<file path="src/logic/axi_cfg_pkg.sv">
// AXI bus configuration
`default_nettype none

package axi_cfg_pkg;

  ////////////////////////////////////////////////////////////////////////////
  // Bus geometry
  ////////////////////////////////////////////////////////////////////////////

  // Address and data bus widths
  localparam int unsigned AxiAddrWidth = 32;
  localparam int unsigned AxiDataWidth = 64;

  // One beat always carries the full data bus
  localparam int unsigned AxiBeatBytes = AxiDataWidth / 8;
  // AxSIZE of a full-width beat
  localparam int unsigned AxiSizeFull  = $clog2(AxiBeatBytes);

  ////////////////////////////////////////////////////////////////////////////
  // Burst limits
  ////////////////////////////////////////////////////////////////////////////

  // 4 KiB pages, no burst may cross one
  localparam int unsigned PageBits      = 12;
  // AXI4 INCR bursts are at most 256 beats
  localparam int unsigned MaxBurstBeats = 256;

  // AxBURST encoding for incrementing bursts
  localparam logic [1:0] AxiBurstIncr = 2'b01;

  typedef logic [AxiAddrWidth-1:0] axi_addr_t;

  // Address channel payload, shared by AR and AW
  typedef struct packed {
    axi_addr_t  addr;
    // Beats minus one
    logic [7:0] len;
    logic [2:0] size;
    logic [1:0] burst;
  } axi_ax_t;

endpackage

`default_nettype wire

</file>
<file path="src/logic/vlsu_pkg.sv">
// Vector load/store definitions
`default_nettype none

package vlsu_pkg;

  ////////////////////////////////////////////////////////////////////////////
  // Instruction encodings
  ////////////////////////////////////////////////////////////////////////////

  // Unit-stride and strided loads and stores
  typedef enum logic [1:0] {
    VLE,
    VSE,
    VLSE,
    VSSE
  } vinsn_op_e;

  // Element width as log2 of the element bytes
  typedef enum logic [1:0] {
    EW8,
    EW16,
    EW32,
    EW64
  } vew_e;

  // Element count and byte stride
  typedef logic [15:0]        vlen_t;
  typedef logic signed [31:0] elen_t;

  ////////////////////////////////////////////////////////////////////////////
  // Request, descriptor and command
  ////////////////////////////////////////////////////////////////////////////

  // Incoming vector memory request
  typedef struct packed {
    vinsn_op_e              op;
    axi_cfg_pkg::axi_addr_t addr;
    vlen_t                  vl;
    elen_t                  stride;
    vew_e                   vew;
  } vinsn_req_t;

  // Checked request as seen by the burst splitter
  typedef struct packed {
    axi_cfg_pkg::axi_addr_t addr;
    // Elements still to request
    vlen_t                  vl;
    elen_t                  stride;
    vew_e                   vew;
    logic                   is_load;
    logic                   is_burst;
  } addr_desc_t;

  // One issued AXI request, as told to the load/store unit
  typedef struct packed {
    axi_cfg_pkg::axi_addr_t addr;
    logic [7:0]             len;
    logic [2:0]             size;
    logic                   is_load;
  } lsu_cmd_t;

  // Command queue sizing
  localparam int unsigned LsuQueueDepth    = 4;
  localparam int unsigned LsuQueuePtrWidth = $clog2(LsuQueueDepth);

endpackage

`default_nettype wire

</file>
<file path="src/logic/vinsn_frontend.sv">
// Vector memory request frontend
`default_nettype none
`timescale 1ns/100ps

module vinsn_frontend (
  input  wire logic                   clk_i,
  input  wire logic                   rst_ni,
  // Incoming request
  input  wire vlsu_pkg::vinsn_req_t   req_i,
  input  wire logic                   req_valid_i,
  output logic                        req_ready_o,
  // Descriptor toward the burst splitter
  output vlsu_pkg::addr_desc_t        desc_o,
  output logic                        desc_valid_o,
  input  wire logic                   desc_done_i,
  // Completion
  output logic                        ack_o,
  output logic                        error_o
);

  import vlsu_pkg::*;
  import axi_cfg_pkg::*;

  // IDLE   waits for a request
  // CHECK  tests the alignment of the registered request
  // ISSUE  holds the descriptor until the splitter is done
  // ACK    closes the request
  typedef enum logic [1:0] {
    IDLE,
    CHECK,
    ISSUE,
    ACK
  } state_e;

  state_e     state_q, state_d;
  vinsn_req_t req_q;
  axi_addr_t  align_mask;
  logic       misaligned;

  // Accept only while nothing is in flight
  assign req_ready_o = (state_q == IDLE);

  // Request register, loaded on the handshake
  always_ff @(posedge clk_i) begin
    if (req_valid_i && req_ready_o) begin
      req_q <= req_i;
    end
  end

  // Address bits below the element width must be zero
  assign align_mask = (axi_addr_t'(1) << req_q.vew) - axi_addr_t'(1);
  assign misaligned = |(req_q.addr & align_mask);

  // Unit-stride ops become bursts, loads go to AR
  assign desc_o = '{
    addr:     req_q.addr,
    vl:       req_q.vl,
    stride:   req_q.stride,
    vew:      req_q.vew,
    is_load:  (req_q.op inside {VLE, VLSE}),
    is_burst: (req_q.op inside {VLE, VSE})
  };

  ////////////////////////////////////////////////////////////////////////////
  // Control FSM
  ////////////////////////////////////////////////////////////////////////////

  always_comb begin
    state_d      = state_q;
    desc_valid_o = 1'b0;
    ack_o        = 1'b0;
    error_o      = 1'b0;

    unique case (state_q)
      IDLE: begin
        if (req_valid_i) begin
          state_d = CHECK;
        end
      end
      CHECK: begin
        // Misaligned requests fail at once, nothing goes out
        if (misaligned) begin
          ack_o   = 1'b1;
          error_o = 1'b1;
          state_d = IDLE;
        end else begin
          desc_valid_o = 1'b1;
          state_d      = ISSUE;
        end
      end
      ISSUE: begin
        desc_valid_o = 1'b1;
        if (desc_done_i) begin
          state_d = ACK;
        end
      end
      ACK: begin
        ack_o   = 1'b1;
        state_d = IDLE;
      end
      default: state_d = IDLE;
    endcase
  end

  always_ff @(posedge clk_i or negedge rst_ni) begin
    if (!rst_ni) begin
      state_q <= IDLE;
    end else begin
      state_q <= state_d;
    end
  end

  // The splitter finishes only a descriptor that was handed to it
  desc_done_in_issue_a: assert property (
    @(posedge clk_i) disable iff (!rst_ni)
    desc_done_i |-> (state_q == ISSUE)
  );

endmodule

`default_nettype wire

</file>
<file path="src/logic/burst_splitter.sv">
// AXI request splitter
`default_nettype none
`timescale 1ns/100ps

module burst_splitter (
  input  wire logic                   clk_i,
  input  wire logic                   rst_ni,
  // Descriptor from the frontend
  input  wire vlsu_pkg::addr_desc_t   desc_i,
  input  wire logic                   desc_valid_i,
  output logic                        desc_done_o,
  // AR channel
  output axi_cfg_pkg::axi_ax_t        ar_o,
  output logic                        ar_valid_o,
  input  wire logic                   ar_ready_i,
  // AW channel
  output axi_cfg_pkg::axi_ax_t        aw_o,
  output logic                        aw_valid_o,
  input  wire logic                   aw_ready_i,
  // Command queue
  output vlsu_pkg::lsu_cmd_t          cmd_o,
  output logic                        cmd_push_o,
  input  wire logic                   queue_full_i,
  input  wire vlsu_pkg::lsu_cmd_t     queue_head_i,
  input  wire logic                   queue_empty_i
);

  import vlsu_pkg::*;
  import axi_cfg_pkg::*;

  // One extra bit so page and burst limits do not wrap at the top
  typedef logic [AxiAddrWidth:0] addr_wide_t;

  typedef enum logic {
    IDLE,
    REQUESTING
  } state_e;

  // Start of the burst after the one at addr
  // Earliest of transfer end, 256 beats and page end
  function automatic axi_addr_t next_burst_start(axi_addr_t addr, vlen_t vl, vew_e vew);
    addr_wide_t beat_mask;
    addr_wide_t xfer_last;
    addr_wide_t xfer_next;
    addr_wide_t page_next;
    addr_wide_t limit;
    beat_mask = addr_wide_t'(AxiBeatBytes - 1);
    // Last byte still to transfer, rounded up to the next beat
    xfer_last = addr_wide_t'(addr) + (addr_wide_t'(vl) << vew) - addr_wide_t'(1);
    xfer_next = (xfer_last & ~beat_mask) + addr_wide_t'(AxiBeatBytes);
    // Burst cap counts from the bus-aligned start
    limit     = (addr_wide_t'(addr) & ~beat_mask)
              + addr_wide_t'(MaxBurstBeats * AxiBeatBytes);
    page_next = ((addr_wide_t'(addr) >> PageBits) + addr_wide_t'(1)) << PageBits;
    if (xfer_next < limit) begin
      limit = xfer_next;
    end
    if (page_next < limit) begin
      limit = page_next;
    end
    return limit[AxiAddrWidth-1:0];
  endfunction

  state_e     state_q, state_d;
  addr_desc_t desc_q, desc_d;
  // Window of the burst at desc_q.addr
  axi_addr_t  start_q, start_d;
  axi_addr_t  end_q, end_d;
  axi_addr_t  next_q, next_d;
  axi_ax_t    ax;
  logic       order_ok;
  logic       issue;
  logic       fire;
  axi_addr_t  covered;
  axi_addr_t  covered_elems;

  ////////////////////////////////////////////////////////////////////////////
  // Request build
  ////////////////////////////////////////////////////////////////////////////

  always_comb begin
    ax.addr  = desc_q.addr;
    ax.burst = AxiBurstIncr;
    if (desc_q.is_burst) begin
      // Full-width beats over the aligned window
      ax.len  = 8'((end_q - start_q) >> AxiSizeFull);
      ax.size = 3'(AxiSizeFull);
    end else begin
      // One element per request
      ax.len  = 8'd0;
      ax.size = {1'b0, desc_q.vew};
    end
  end

  // Queue holds one direction at a time, so this never falls while valid waits
  assign order_ok = queue_empty_i || (queue_head_i.is_load == desc_q.is_load);
  assign issue    = (state_q == REQUESTING) && !queue_full_i && order_ok;

  assign ar_o       = ax;
  assign aw_o       = ax;
  assign ar_valid_o = issue && desc_q.is_load;
  assign aw_valid_o = issue && !desc_q.is_load;
  assign fire       = (ar_valid_o && ar_ready_i) || (aw_valid_o && aw_ready_i);

  // Same request goes to the load/store unit on the handshake
  assign cmd_o = '{
    addr:    ax.addr,
    len:     ax.len,
    size:    ax.size,
    is_load: desc_q.is_load
  };
  assign cmd_push_o = fire;

  // Bytes and elements covered by the current burst
  assign covered       = next_q - desc_q.addr;
  assign covered_elems = covered >> desc_q.vew;

  ////////////////////////////////////////////////////////////////////////////
  // Splitter FSM
  ////////////////////////////////////////////////////////////////////////////

  always_comb begin
    state_d     = state_q;
    desc_d      = desc_q;
    desc_done_o = 1'b0;

    unique case (state_q)
      IDLE: begin
        if (desc_valid_i) begin
          desc_d  = desc_i;
          state_d = REQUESTING;
        end
      end
      REQUESTING: begin
        if (fire) begin
          if (desc_q.is_burst) begin
            // Continue at the next aligned beat
            desc_d.addr = next_q;
            if (axi_addr_t'(desc_q.vl) <= covered_elems) begin
              desc_d.vl = '0;
            end else begin
              desc_d.vl = desc_q.vl - vlen_t'(covered_elems);
            end
          end else begin
            desc_d.addr = desc_q.addr + axi_addr_t'(desc_q.stride);
            desc_d.vl   = desc_q.vl - vlen_t'(1);
          end
          // Last request of the descriptor
          if (desc_d.vl == '0) begin
            desc_done_o = 1'b1;
            state_d     = IDLE;
          end
        end
      end
      default: state_d = IDLE;
    endcase
  end

  // Window for whatever address comes next
  always_comb begin
    start_d = desc_d.addr & ~axi_addr_t'(AxiBeatBytes - 1);
    next_d  = next_burst_start(desc_d.addr, desc_d.vl, desc_d.vew);
    end_d   = next_d - axi_addr_t'(1);
  end

  always_ff @(posedge clk_i or negedge rst_ni) begin
    if (!rst_ni) begin
      state_q <= IDLE;
    end else begin
      state_q <= state_d;
    end
  end

  always_ff @(posedge clk_i) begin
    desc_q  <= desc_d;
    start_q <= start_d;
    end_q   <= end_d;
    next_q  <= next_d;
  end

  // AXI rule, valid and payload hold until ready
  ar_hold_a: assert property (
    @(posedge clk_i) disable iff (!rst_ni)
    ar_valid_o && !ar_ready_i |=> ar_valid_o && $stable(ar_o)
  );

  aw_hold_a: assert property (
    @(posedge clk_i) disable iff (!rst_ni)
    aw_valid_o && !aw_ready_i |=> aw_valid_o && $stable(aw_o)
  );

  // Frontend never hands over an empty vector
  desc_vl_nonzero_a: assert property (
    @(posedge clk_i) disable iff (!rst_ni)
    desc_valid_i |-> (desc_i.vl != '0)
  );

endmodule

`default_nettype wire

</file>
<file path="src/logic/lsu_cmd_queue.sv">
// Load/store command queue
`default_nettype none
`timescale 1ns/100ps

module lsu_cmd_queue (
  input  wire logic                 clk_i,
  input  wire logic                 rst_ni,
  // Write side, from the splitter
  input  wire vlsu_pkg::lsu_cmd_t   cmd_i,
  input  wire logic                 push_i,
  output logic                      full_o,
  // Read side, toward the load/store unit
  output vlsu_pkg::lsu_cmd_t        head_o,
  output logic                      empty_o,
  input  wire logic                 pop_i
);

  import vlsu_pkg::*;

  lsu_cmd_t                    mem_q [LsuQueueDepth];
  logic [LsuQueuePtrWidth-1:0] wr_ptr_q, rd_ptr_q;
  // Entries held, one bit wider than the pointers
  logic [LsuQueuePtrWidth:0]   usage_q;

  // Pointer step with wrap at the depth
  function automatic logic [LsuQueuePtrWidth-1:0] ptr_inc(logic [LsuQueuePtrWidth-1:0] ptr);
    if (ptr == LsuQueuePtrWidth'(LsuQueueDepth - 1)) begin
      return '0;
    end
    return ptr + 1'b1;
  endfunction

  assign full_o  = (usage_q == (LsuQueuePtrWidth + 1)'(LsuQueueDepth));
  assign empty_o = (usage_q == '0);
  assign head_o  = mem_q[rd_ptr_q];

  // Storage
  always_ff @(posedge clk_i) begin
    if (push_i) begin
      mem_q[wr_ptr_q] <= cmd_i;
    end
  end

  always_ff @(posedge clk_i or negedge rst_ni) begin
    if (!rst_ni) begin
      wr_ptr_q <= '0;
      rd_ptr_q <= '0;
      usage_q  <= '0;
    end else begin
      if (push_i) begin
        wr_ptr_q <= ptr_inc(wr_ptr_q);
      end
      if (pop_i) begin
        rd_ptr_q <= ptr_inc(rd_ptr_q);
      end
      // Simultaneous push and pop keep the count
      if (push_i && !pop_i) begin
        usage_q <= usage_q + 1'b1;
      end else if (pop_i && !push_i) begin
        usage_q <= usage_q - 1'b1;
      end
    end
  end

  // Splitter must respect full, consumer must respect empty
  no_push_full_a: assert property (
    @(posedge clk_i) disable iff (!rst_ni) push_i |-> !full_o
  );

  no_pop_empty_a: assert property (
    @(posedge clk_i) disable iff (!rst_ni) pop_i |-> !empty_o
  );

endmodule

`default_nettype wire

</file>
<file path="src/logic/addrgen_top.sv">
// Vector address generator
`default_nettype none
`timescale 1ns/100ps

module addrgen_top (
  input  wire logic                   clk_i,
  input  wire logic                   rst_ni,
  // Vector memory requests
  input  wire vlsu_pkg::vinsn_req_t   req_i,
  input  wire logic                   req_valid_i,
  output logic                        req_ready_o,
  output logic                        ack_o,
  output logic                        error_o,
  // AXI address channels
  output axi_cfg_pkg::axi_ax_t        ar_o,
  output logic                        ar_valid_o,
  input  wire logic                   ar_ready_i,
  output axi_cfg_pkg::axi_ax_t        aw_o,
  output logic                        aw_valid_o,
  input  wire logic                   aw_ready_i,
  // Commands to the load/store unit
  output vlsu_pkg::lsu_cmd_t          lsu_cmd_o,
  output logic                        lsu_valid_o,
  input  wire logic                   lsu_ready_i
);

  import vlsu_pkg::*;

  // Frontend to splitter
  addr_desc_t desc;
  logic       desc_valid;
  logic       desc_done;

  // Splitter to queue
  lsu_cmd_t   cmd;
  logic       cmd_push;
  logic       queue_full;
  logic       queue_empty;
  logic       queue_pop;

  assign lsu_valid_o = !queue_empty;
  // Pop only entries that are there
  assign queue_pop   = lsu_ready_i && lsu_valid_o;

  vinsn_frontend i_frontend (
    .clk_i        (clk_i),
    .rst_ni       (rst_ni),
    .req_i        (req_i),
    .req_valid_i  (req_valid_i),
    .req_ready_o  (req_ready_o),
    .desc_o       (desc),
    .desc_valid_o (desc_valid),
    .desc_done_i  (desc_done),
    .ack_o        (ack_o),
    .error_o      (error_o)
  );

  // Head of the queue feeds back for channel ordering
  burst_splitter i_splitter (
    .clk_i         (clk_i),
    .rst_ni        (rst_ni),
    .desc_i        (desc),
    .desc_valid_i  (desc_valid),
    .desc_done_o   (desc_done),
    .ar_o          (ar_o),
    .ar_valid_o    (ar_valid_o),
    .ar_ready_i    (ar_ready_i),
    .aw_o          (aw_o),
    .aw_valid_o    (aw_valid_o),
    .aw_ready_i    (aw_ready_i),
    .cmd_o         (cmd),
    .cmd_push_o    (cmd_push),
    .queue_full_i  (queue_full),
    .queue_head_i  (lsu_cmd_o),
    .queue_empty_i (queue_empty)
  );

  lsu_cmd_queue i_cmd_queue (
    .clk_i   (clk_i),
    .rst_ni  (rst_ni),
    .cmd_i   (cmd),
    .push_i  (cmd_push),
    .full_o  (queue_full),
    .head_o  (lsu_cmd_o),
    .empty_o (queue_empty),
    .pop_i   (queue_pop)
  );

endmodule

`default_nettype wire

</file>
<file path="config.mk">
export PLATFORM = sky130hd
export DESIGN_NAME = addrgen_top
export DESIGN_NICKNAME = d
export VERILOG_FILES = /design/src/logic/axi_cfg_pkg.sv /design/src/logic/vlsu_pkg.sv /design/src/logic/vinsn_frontend.sv /design/src/logic/burst_splitter.sv /design/src/logic/lsu_cmd_queue.sv /design/src/logic/addrgen_top.sv
export SDC_FILE = /design/constraint.sdc
export NUM_CORES = 1
export LEC_CHECK = 0
export ABC_AREA = 1
export BUFFER_PORTS_ARGS = -buffer_cell sky130_fd_sc_hd__buf_2
export CORE_UTILIZATION = 26
export DETAILED_ROUTE_END_ITERATION = 10
export PLACE_DENSITY = 0.42
export SLEW_MARGIN = 20
export SYNTH_ARGS = -nofsm -noshare
export SYNTH_HDL_FRONTEND = slang
export SYNTH_SLANG_ARGS = --single-unit
</file>
<file path="constraint.sdc">
create_clock -name clk_i -period 18.2 [get_ports clk_i]
set_input_delay 1.82 -clock clk_i [delete_from_list [all_inputs] [get_ports clk_i]]
set_output_delay 1.82 -clock clk_i [all_outputs]
set_load 0.005 [all_outputs]
</file>
Yosys cells after proc, flatten, opt, wreduce, memory -nomap -nowiden:

Memories as Yosys holds them, arrays and structs flattened.
Index checks and enable logic that the tools add are counted.

* register bits after elaboration: 229
* RAM bits: 176
* input bits: 90
* output and inout bits: 140
* word-level logic and storage cells: 121
* memories: 1

* add/sub/neg operators: 16
* magnitude comparators: 3
* eq/ne operators: 11
* shift-type cells: 3
* muxes and demuxes: 39
* bitwise logic cells: 2
* reductions and logical operators: 27

Memories
* i_cmd_queue.mem_q: depth 4, bits a word 44, read ports 1, clocked after memory_dff 0, write ports 1, RTL line lsu_cmd_queue.sv:20 `lsu_cmd_t mem_q [LsuQueueDepth];`

Operators by type and width (number)
* 48-bit 2-to-1 mux: 4
* 48-bit one-hot mux with 2 select lines: 1
* 84-bit 2-to-1 mux: 1
* 33-bit less-than comparator: 2
* 32-bit by 12-bit adder with 33-bit output (second input constant): 1
* 32-bit by 33-bit adder with 33-bit output: 1
* 33-bit by 4-bit adder with 33-bit output (second input constant): 1
* 33-bit 2-to-1 mux: 1
* 16-bit by 2-bit left shift with 33-bit output: 1
* 33-bit by 1-bit subtractor with 33-bit output (second input constant): 1
* 32-bit adder: 1
* 32-bit bitwise AND: 1
* 16-bit by 32-bit less-or-equal comparator with 1-bit output: 1
* 32-bit 2-to-1 mux: 1
* 32-bit OR reduction: 1
* 1-bit by 2-bit left shift with 32-bit output (first input constant): 1
* 32-bit by 2-bit right shift with 32-bit output: 1
* 32-bit by 1-bit subtractor with 32-bit output (second input constant): 1
* 32-bit subtractor: 1
* 20-bit by 1-bit adder with 21-bit output (second input constant): 1
* 16-bit zero test: 1
* 16-bit 2-to-1 mux: 1
* 16-bit by 1-bit subtractor with 16-bit output (second input constant): 1
* 16-bit subtractor: 1
* 25 further kinds: 73

Longest topological paths before layout:

* word-level depth: 20
* depth in mapped cells: 88
* depth with buffers taken out: 86

By module:

From an unflattened synthesis, not the netlist that was laid out.

* cell total of the unflattened synthesis: 3579
* area, all modules: 28332.2 um^2

Modules (own cells, without submodules)
* burst_splitter: times used 1, cells an instance 2779, area each 17339.1 um^2, sequential area each 2787.7 um^2
* lsu_cmd_queue: times used 1, cells an instance 564, area each 7434.6 um^2, sequential area each 5460.2 um^2
* vinsn_frontend: times used 1, cells an instance 233, area each 3544.6 um^2, sequential area each 2572.5 um^2
* addrgen_top: times used 1, cells an instance 3, area each 13.8 um^2, sequential area each 0.0 um^2

Worst setup path after synthesis:

No wires, ideal clock.

* kind: register to register
* from: reg i_splitter.desc_q (netlist bit i_splitter.ar_o[17])
* to: reg i_splitter.end_q[7]
* library setup time: 120 ps
* arrival time: 10823 ps
* setup slack: 7258 ps
* cell stages (with the launch flop): 81
* buffers on the path: 2
* clock period less this slack: 10942 ps
* cell sequence: dfxtp_1 -> inv_1 -> ha_1 -> nand2_1 -> inv_1 -> nand3_1 -> nand2_2 -> xor2_1 -> nand2_1 -> a21oi_1 -> a31oi_1 -> ha_1 -> nand2_1 -> o21ai_0 -> a21oi_1 -> o21ai_0 -> a21oi_1 -> o21ai_0 -> (+45 left out) -> nand2_4 -> clkbuf_1 -> clkbuf_1 -> nand2_1 -> o21ai_0 -> inv_1 -> ha_1 -> nand4_1 -> or3_1 -> nor4_1 -> nand2_1 -> nand2_2 -> inv_2 -> nor2_1 -> inv_1 -> ha_1 -> o211ai_1 -> nand2_1

* word-level cells in the longest chain between the ends: 18

Ends and longest elaborated chain
* start, declared: RTL line burst_splitter.sv:65 `addr_desc_t desc_q, desc_d;`
* start signal, assigned: RTL line burst_splitter.sv:175 `desc_q <= desc_d;`
* 32-bit subtractor: RTL line burst_splitter.sv:115 `assign covered = next_q - desc_q.addr;`
* 32-bit by 2-bit right shift with 32-bit output: RTL line burst_splitter.sv:116 `assign covered_elems = covered >> desc_q.vew;`
* 16-bit by 32-bit less-or-equal comparator with 1-bit output / 16-bit subtractor (equally long branches): RTL line burst_splitter.sv:139, burst_splitter.sv:142
* 16-bit 2-to-1 mux: RTL line burst_splitter.sv:139 `if (axi_addr_t'(desc_q.vl) <= covered_elems) begin`
* 48-bit 2-to-1 mux: RTL line burst_splitter.sv:136 `if (desc_q.is_burst) begin`
* 48-bit 2-to-1 mux: RTL line burst_splitter.sv:135 `if (fire) begin`
* 48-bit 2-to-1 mux: RTL line burst_splitter.sv:127 `unique case (state_q)`
* 48-bit 2-to-1 mux: RTL line burst_splitter.sv:135
* (+4 left out)
* 33-bit by 4-bit adder with 33-bit output: RTL line burst_splitter.sv:50 `xfer_next = (xfer_last & ~beat_mask) + addr_wide_t'(AxiBeatBytes);`
* 33-bit less-than comparator: RTL line burst_splitter.sv:55 `if (xfer_next < limit) begin`
* 33-bit 2-to-1 mux: RTL line burst_splitter.sv:55
* 33-bit less-than comparator: RTL line burst_splitter.sv:58 `if (page_next < limit) begin`
* 32-bit 2-to-1 mux (*): RTL line burst_splitter.sv:58
* via i_splitter.next_d[3]: RTL line burst_splitter.sv:69 `axi_addr_t next_q, next_d;`
* 11-bit by 1-bit subtractor with 11-bit output (*): RTL line burst_splitter.sv:163 `end_d = next_d - axi_addr_t'(1);`
* via i_splitter.end_d[7]: RTL line burst_splitter.sv:68 `axi_addr_t end_q, end_d;`
* end signal, assigned: RTL line burst_splitter.sv:177 `end_q <= end_d;`
* end, declared: RTL line burst_splitter.sv:68

Mark *: on every way through the listed nets, which the timed path passes. The rest lies on a longest branch. The select of a mux whose other input is x is not followed.
A chain may end at the register's enable or synchronous reset.

Worst setup path after layout:

* from: reg i_splitter.desc_q (netlist bit i_splitter.ar_o[16])
* to: reg i_splitter.end_q[7]

The elaborated chain is that of the path after synthesis.

==> impl_metrics.yaml <==
hold_path:
  whs_endpoint: "i_splitter.desc_q[35]"
  worstHoldPathCells: 0
  min-delay-start: "i_frontend.desc_o[35]"
  hp-class: "reg2reg"
final_layout:
  fill_cells: 10930
  final_cells: 4811
  drive_gt1_frac: 0.129
  layout.nets: 3716
  syn2layout_area_growth_pct: 13.6
clock_tree:
  insertion_delay_ps: 580
  cts_setup_buffers: 0
  holdBufCountCts: 0
  cts_buffer_depth: 3
  h-tree-depth: 2
  cts_made_buffers: 42
  root_buffer: "clkbuf_16"
  post_cts_resized: 0
  cts_tree: "done"
  clock-sinks: 387
  clkSlewWorstSetupHoldPaths_ps: 70
global_routing:
  grt_overflow_total: 0
  grt_max_degree: 61
  busiest_layer: "met2"
  gr-usage-met1: 0.223
  grt_pass1_wl_mm: 134
  grt_pass1_vias: 21797
  antenna_found_initial: 8
  met3_usage: 0.0194
  grt_use_met2: 0.301
  grt_use_total: 0.170
die:
  die_w_um: 321
  die_h_um: 321
  placeableCoreArea_um2: 100000
  io_pins: 230
  die_area_um2: 103000
  fp-row-count: 116
  start_util: 0.263
synthesis:
  synth_flop_cell: "edfxtp_1"
  yosys.area_share.simple: 0.201
  synth_top_family_by_area: "simple AND/OR/NAND/NOR gates"
  synth_edf_count: 290
  yosysWarnings: 0
  ys_ff_latch: 387
  synth_xor_xnor_area_share: 0.0436
  yosys.cell_types.count: 69
  syn_area_um2: 26500
  synth.area.mux_share: 0.00534
  synth_compound_area_frac: 0.136
  seq_area_frac_synth: 0.404
  netlist_instances: 3272
  synth_fa_ha_area_frac: 0.101
  syn_avg_cell_area_um2: 8.09
  postSynth.asyncResetShare: 0.0258
timing:
  drv_slew: 0
  finClkSkew_ps: 15.5
  tightest_slew_ps: 846
  rsz0062_at_grt: "no"
  timing.fmax_mhz: 69.5
  fin_ws_ps: 3800
  setup_viol: 0
  final.period_utilization: 0.791
  relSlewSlack: 0.432
  min_period_ps: 14400
  fin_tns_setup_ps: 0
  holdWs_ps: 417
  hold_viol: 0
run_status:
  run_status: "finished clean"
worst_setup_path:
  reg2reg_depth: 72
  reg2reg_from: "i_splitter.ar_o[16]"
  cp.arrival_ps: 14850
  cp-start-kind: "register"
  r2r_slack_ps: 3800
  worst-setup-path-type: "reg2reg"
  critPathMaxStageDelay_ps: 650
  cp.required_ps: 18660
  crit_slowest_cell: "dfxtp_1"
  path_max_fanout: 36
  timing.rr.end: "i_splitter.end_q[7]"
  crit_top_cell: "nand2_1"
  cp-end-kind: "register"
detailed_routing:
  num_vias: 21961
  drc: 0
  finalWirelength_mm: 89.0
  wl_per_cell_um: 18.5
  dr.first_iter.drc_count: 1437
  first_pass_iters: 5
  drt.antenna.violating_nets: 0
  viasPerCell: 4.56
run:
  max-cap-violations: 0
place:
  place.gp.congestion: 0.930
  hpwl_mm: 70.4
  pre_cts_ws_ps: 3880
  dp_cells: 4727
  portBuffers: 222
state kept, by name, summed over array words and instances (netlist names), 2 cells and up, named ones only:
register and cells:
i_splitter.ar_o 32, i_cmd_queue.usage_q 3, i_splitter.desc_q 51, i_splitter.next_q 29, i_cmd_queue.rd_ptr_q 2, i_cmd_queue.wr_ptr_q 2, i_cmd_queue.mem_q 172, i_frontend.req_q 2
i_frontend.desc_o 82, i_splitter.end_q 8
cell families after synthesis:
group	after synthesis
muxes	14
DFF	387
buffers and inverters	656
xor gates and xnor gates	127
adders and majority gates	212
and+or+nand+nor	1249
other	2
AOI/OAI and AO/OA	625
cell usage after synthesis, types with 26 or more instances:
master / instances / area, um^2
o21ai_0: 220 / 1100
clkbuf_1: 57 / 214
o21ai_1: 33 / 165
xor2_1: 87 / 762
nor3_1: 26 / 130
nor2_1: 284 / 1070
edfxtp_1: 290 / 8710
o22ai_1: 68 / 425
nand2_2: 29 / 181
nand2_1: 681 / 2560
dfxtp_1: 87 / 1740
nand4_1: 27 / 169
xnor2_1: 36 / 315
ha_1: 208 / 2600
a21oi_1: 164 / 821
nand3_1: 134 / 671
buf_4: 93 / 698
inv_1: 465 / 1750
area by class of cell:
cell class                      instances  area (um^2)  area share
Antenna cell                            7         17.5    0.000583
Clock buffer                           51         1120      0.0374
Clock inverter                         26          313      0.0104
Inverter                              490         1840      0.0613
Multi-Input combinational cell       2234        13000       0.432
Sequential cell                       387        10700       0.356
Tap cell                             1357         1700      0.0565
Timing Repair Buffer                  259         1390      0.0462
critical path: cells and delay by family (launching register included):
| family | cells | cell delay [ps] |
|---|---|---|
| and+or+nand+nor | 30 | 5260 |
| xor gates and xnor gates | 2 | 450 |
| DFF | 1 | 650 |
| buffers and inverters | 11 | 1180 |
| adders and majority gates | 7 | 2390 |
| AOI/OAI and AO/OA | 22 | 4340 |
worst max path at each step:
| stage | endpoint | slack [ps] | from | cells after the start |
|---|---|---|---|---|
| global placement | i_splitter.end_q[7] | 3940 | i_splitter.ar_o[17] | 72 |
| CTS | i_splitter.end_q[7] | 3820 | i_splitter.ar_o[17] | 72 |
| global route | i_splitter.end_q[7] | 2390 | i_splitter.ar_o[17] | 76 |
| detailed placement | i_splitter.end_q[7] | 3880 | i_splitter.ar_o[17] | 72 |
| floorplan | i_splitter.end_q[7] | 7260 | i_splitter.ar_o[17] | 80 |
| finish | i_splitter.end_q[7] | 3800 | i_splitter.ar_o[16] | 72 |
stage by stage:
stage	util	instance area, um^2
5_1_grt	0.299	30000
6_report	0.299	30100
3_5_place_dp	0.285	28600
3_3_place_gp	0.285	28600
2_1_floorplan	-	26500
4_1_cts	0.299	30000
layer usage:
metal  part of all wire  vias up
met2               0.49      376
met4              0.013        6
met5            0.00048        -
met1               0.46    10362
li1                   -    11144
met3              0.034       73
cell usage in the layout (no fill, tap or decap), types with 9 or more instances in the layout:
cell	instances
nand2_1	681
inv_1	463
edfxtp_1	290
nor2_1	280
buf_2	222
o21ai_0	220
ha_1	208
a21oi_1	164
nand3_1	134
xor2_1	87
dfxtp_1	87
o22ai_1	68
clkbuf_16	43
buf_4	37
xnor2_1	36
o21ai_1	33
nand2_2	29
nand4_1	27
nor3_1	26
o211ai_1	22
inv_2	19
o21bai_1	18
o221ai_1	16
a31oi_1	15
nand3_2	13
mux2i_1	13
a22oi_1	11
nor2_4	10
nor2_2	9
a21o_1	9
dfrtp_1	9
clkinv_2	9
Power is left out: the tool's default activity adds up to more than one toggle a clock period on the data nets, which glitch-free logic cannot reach.
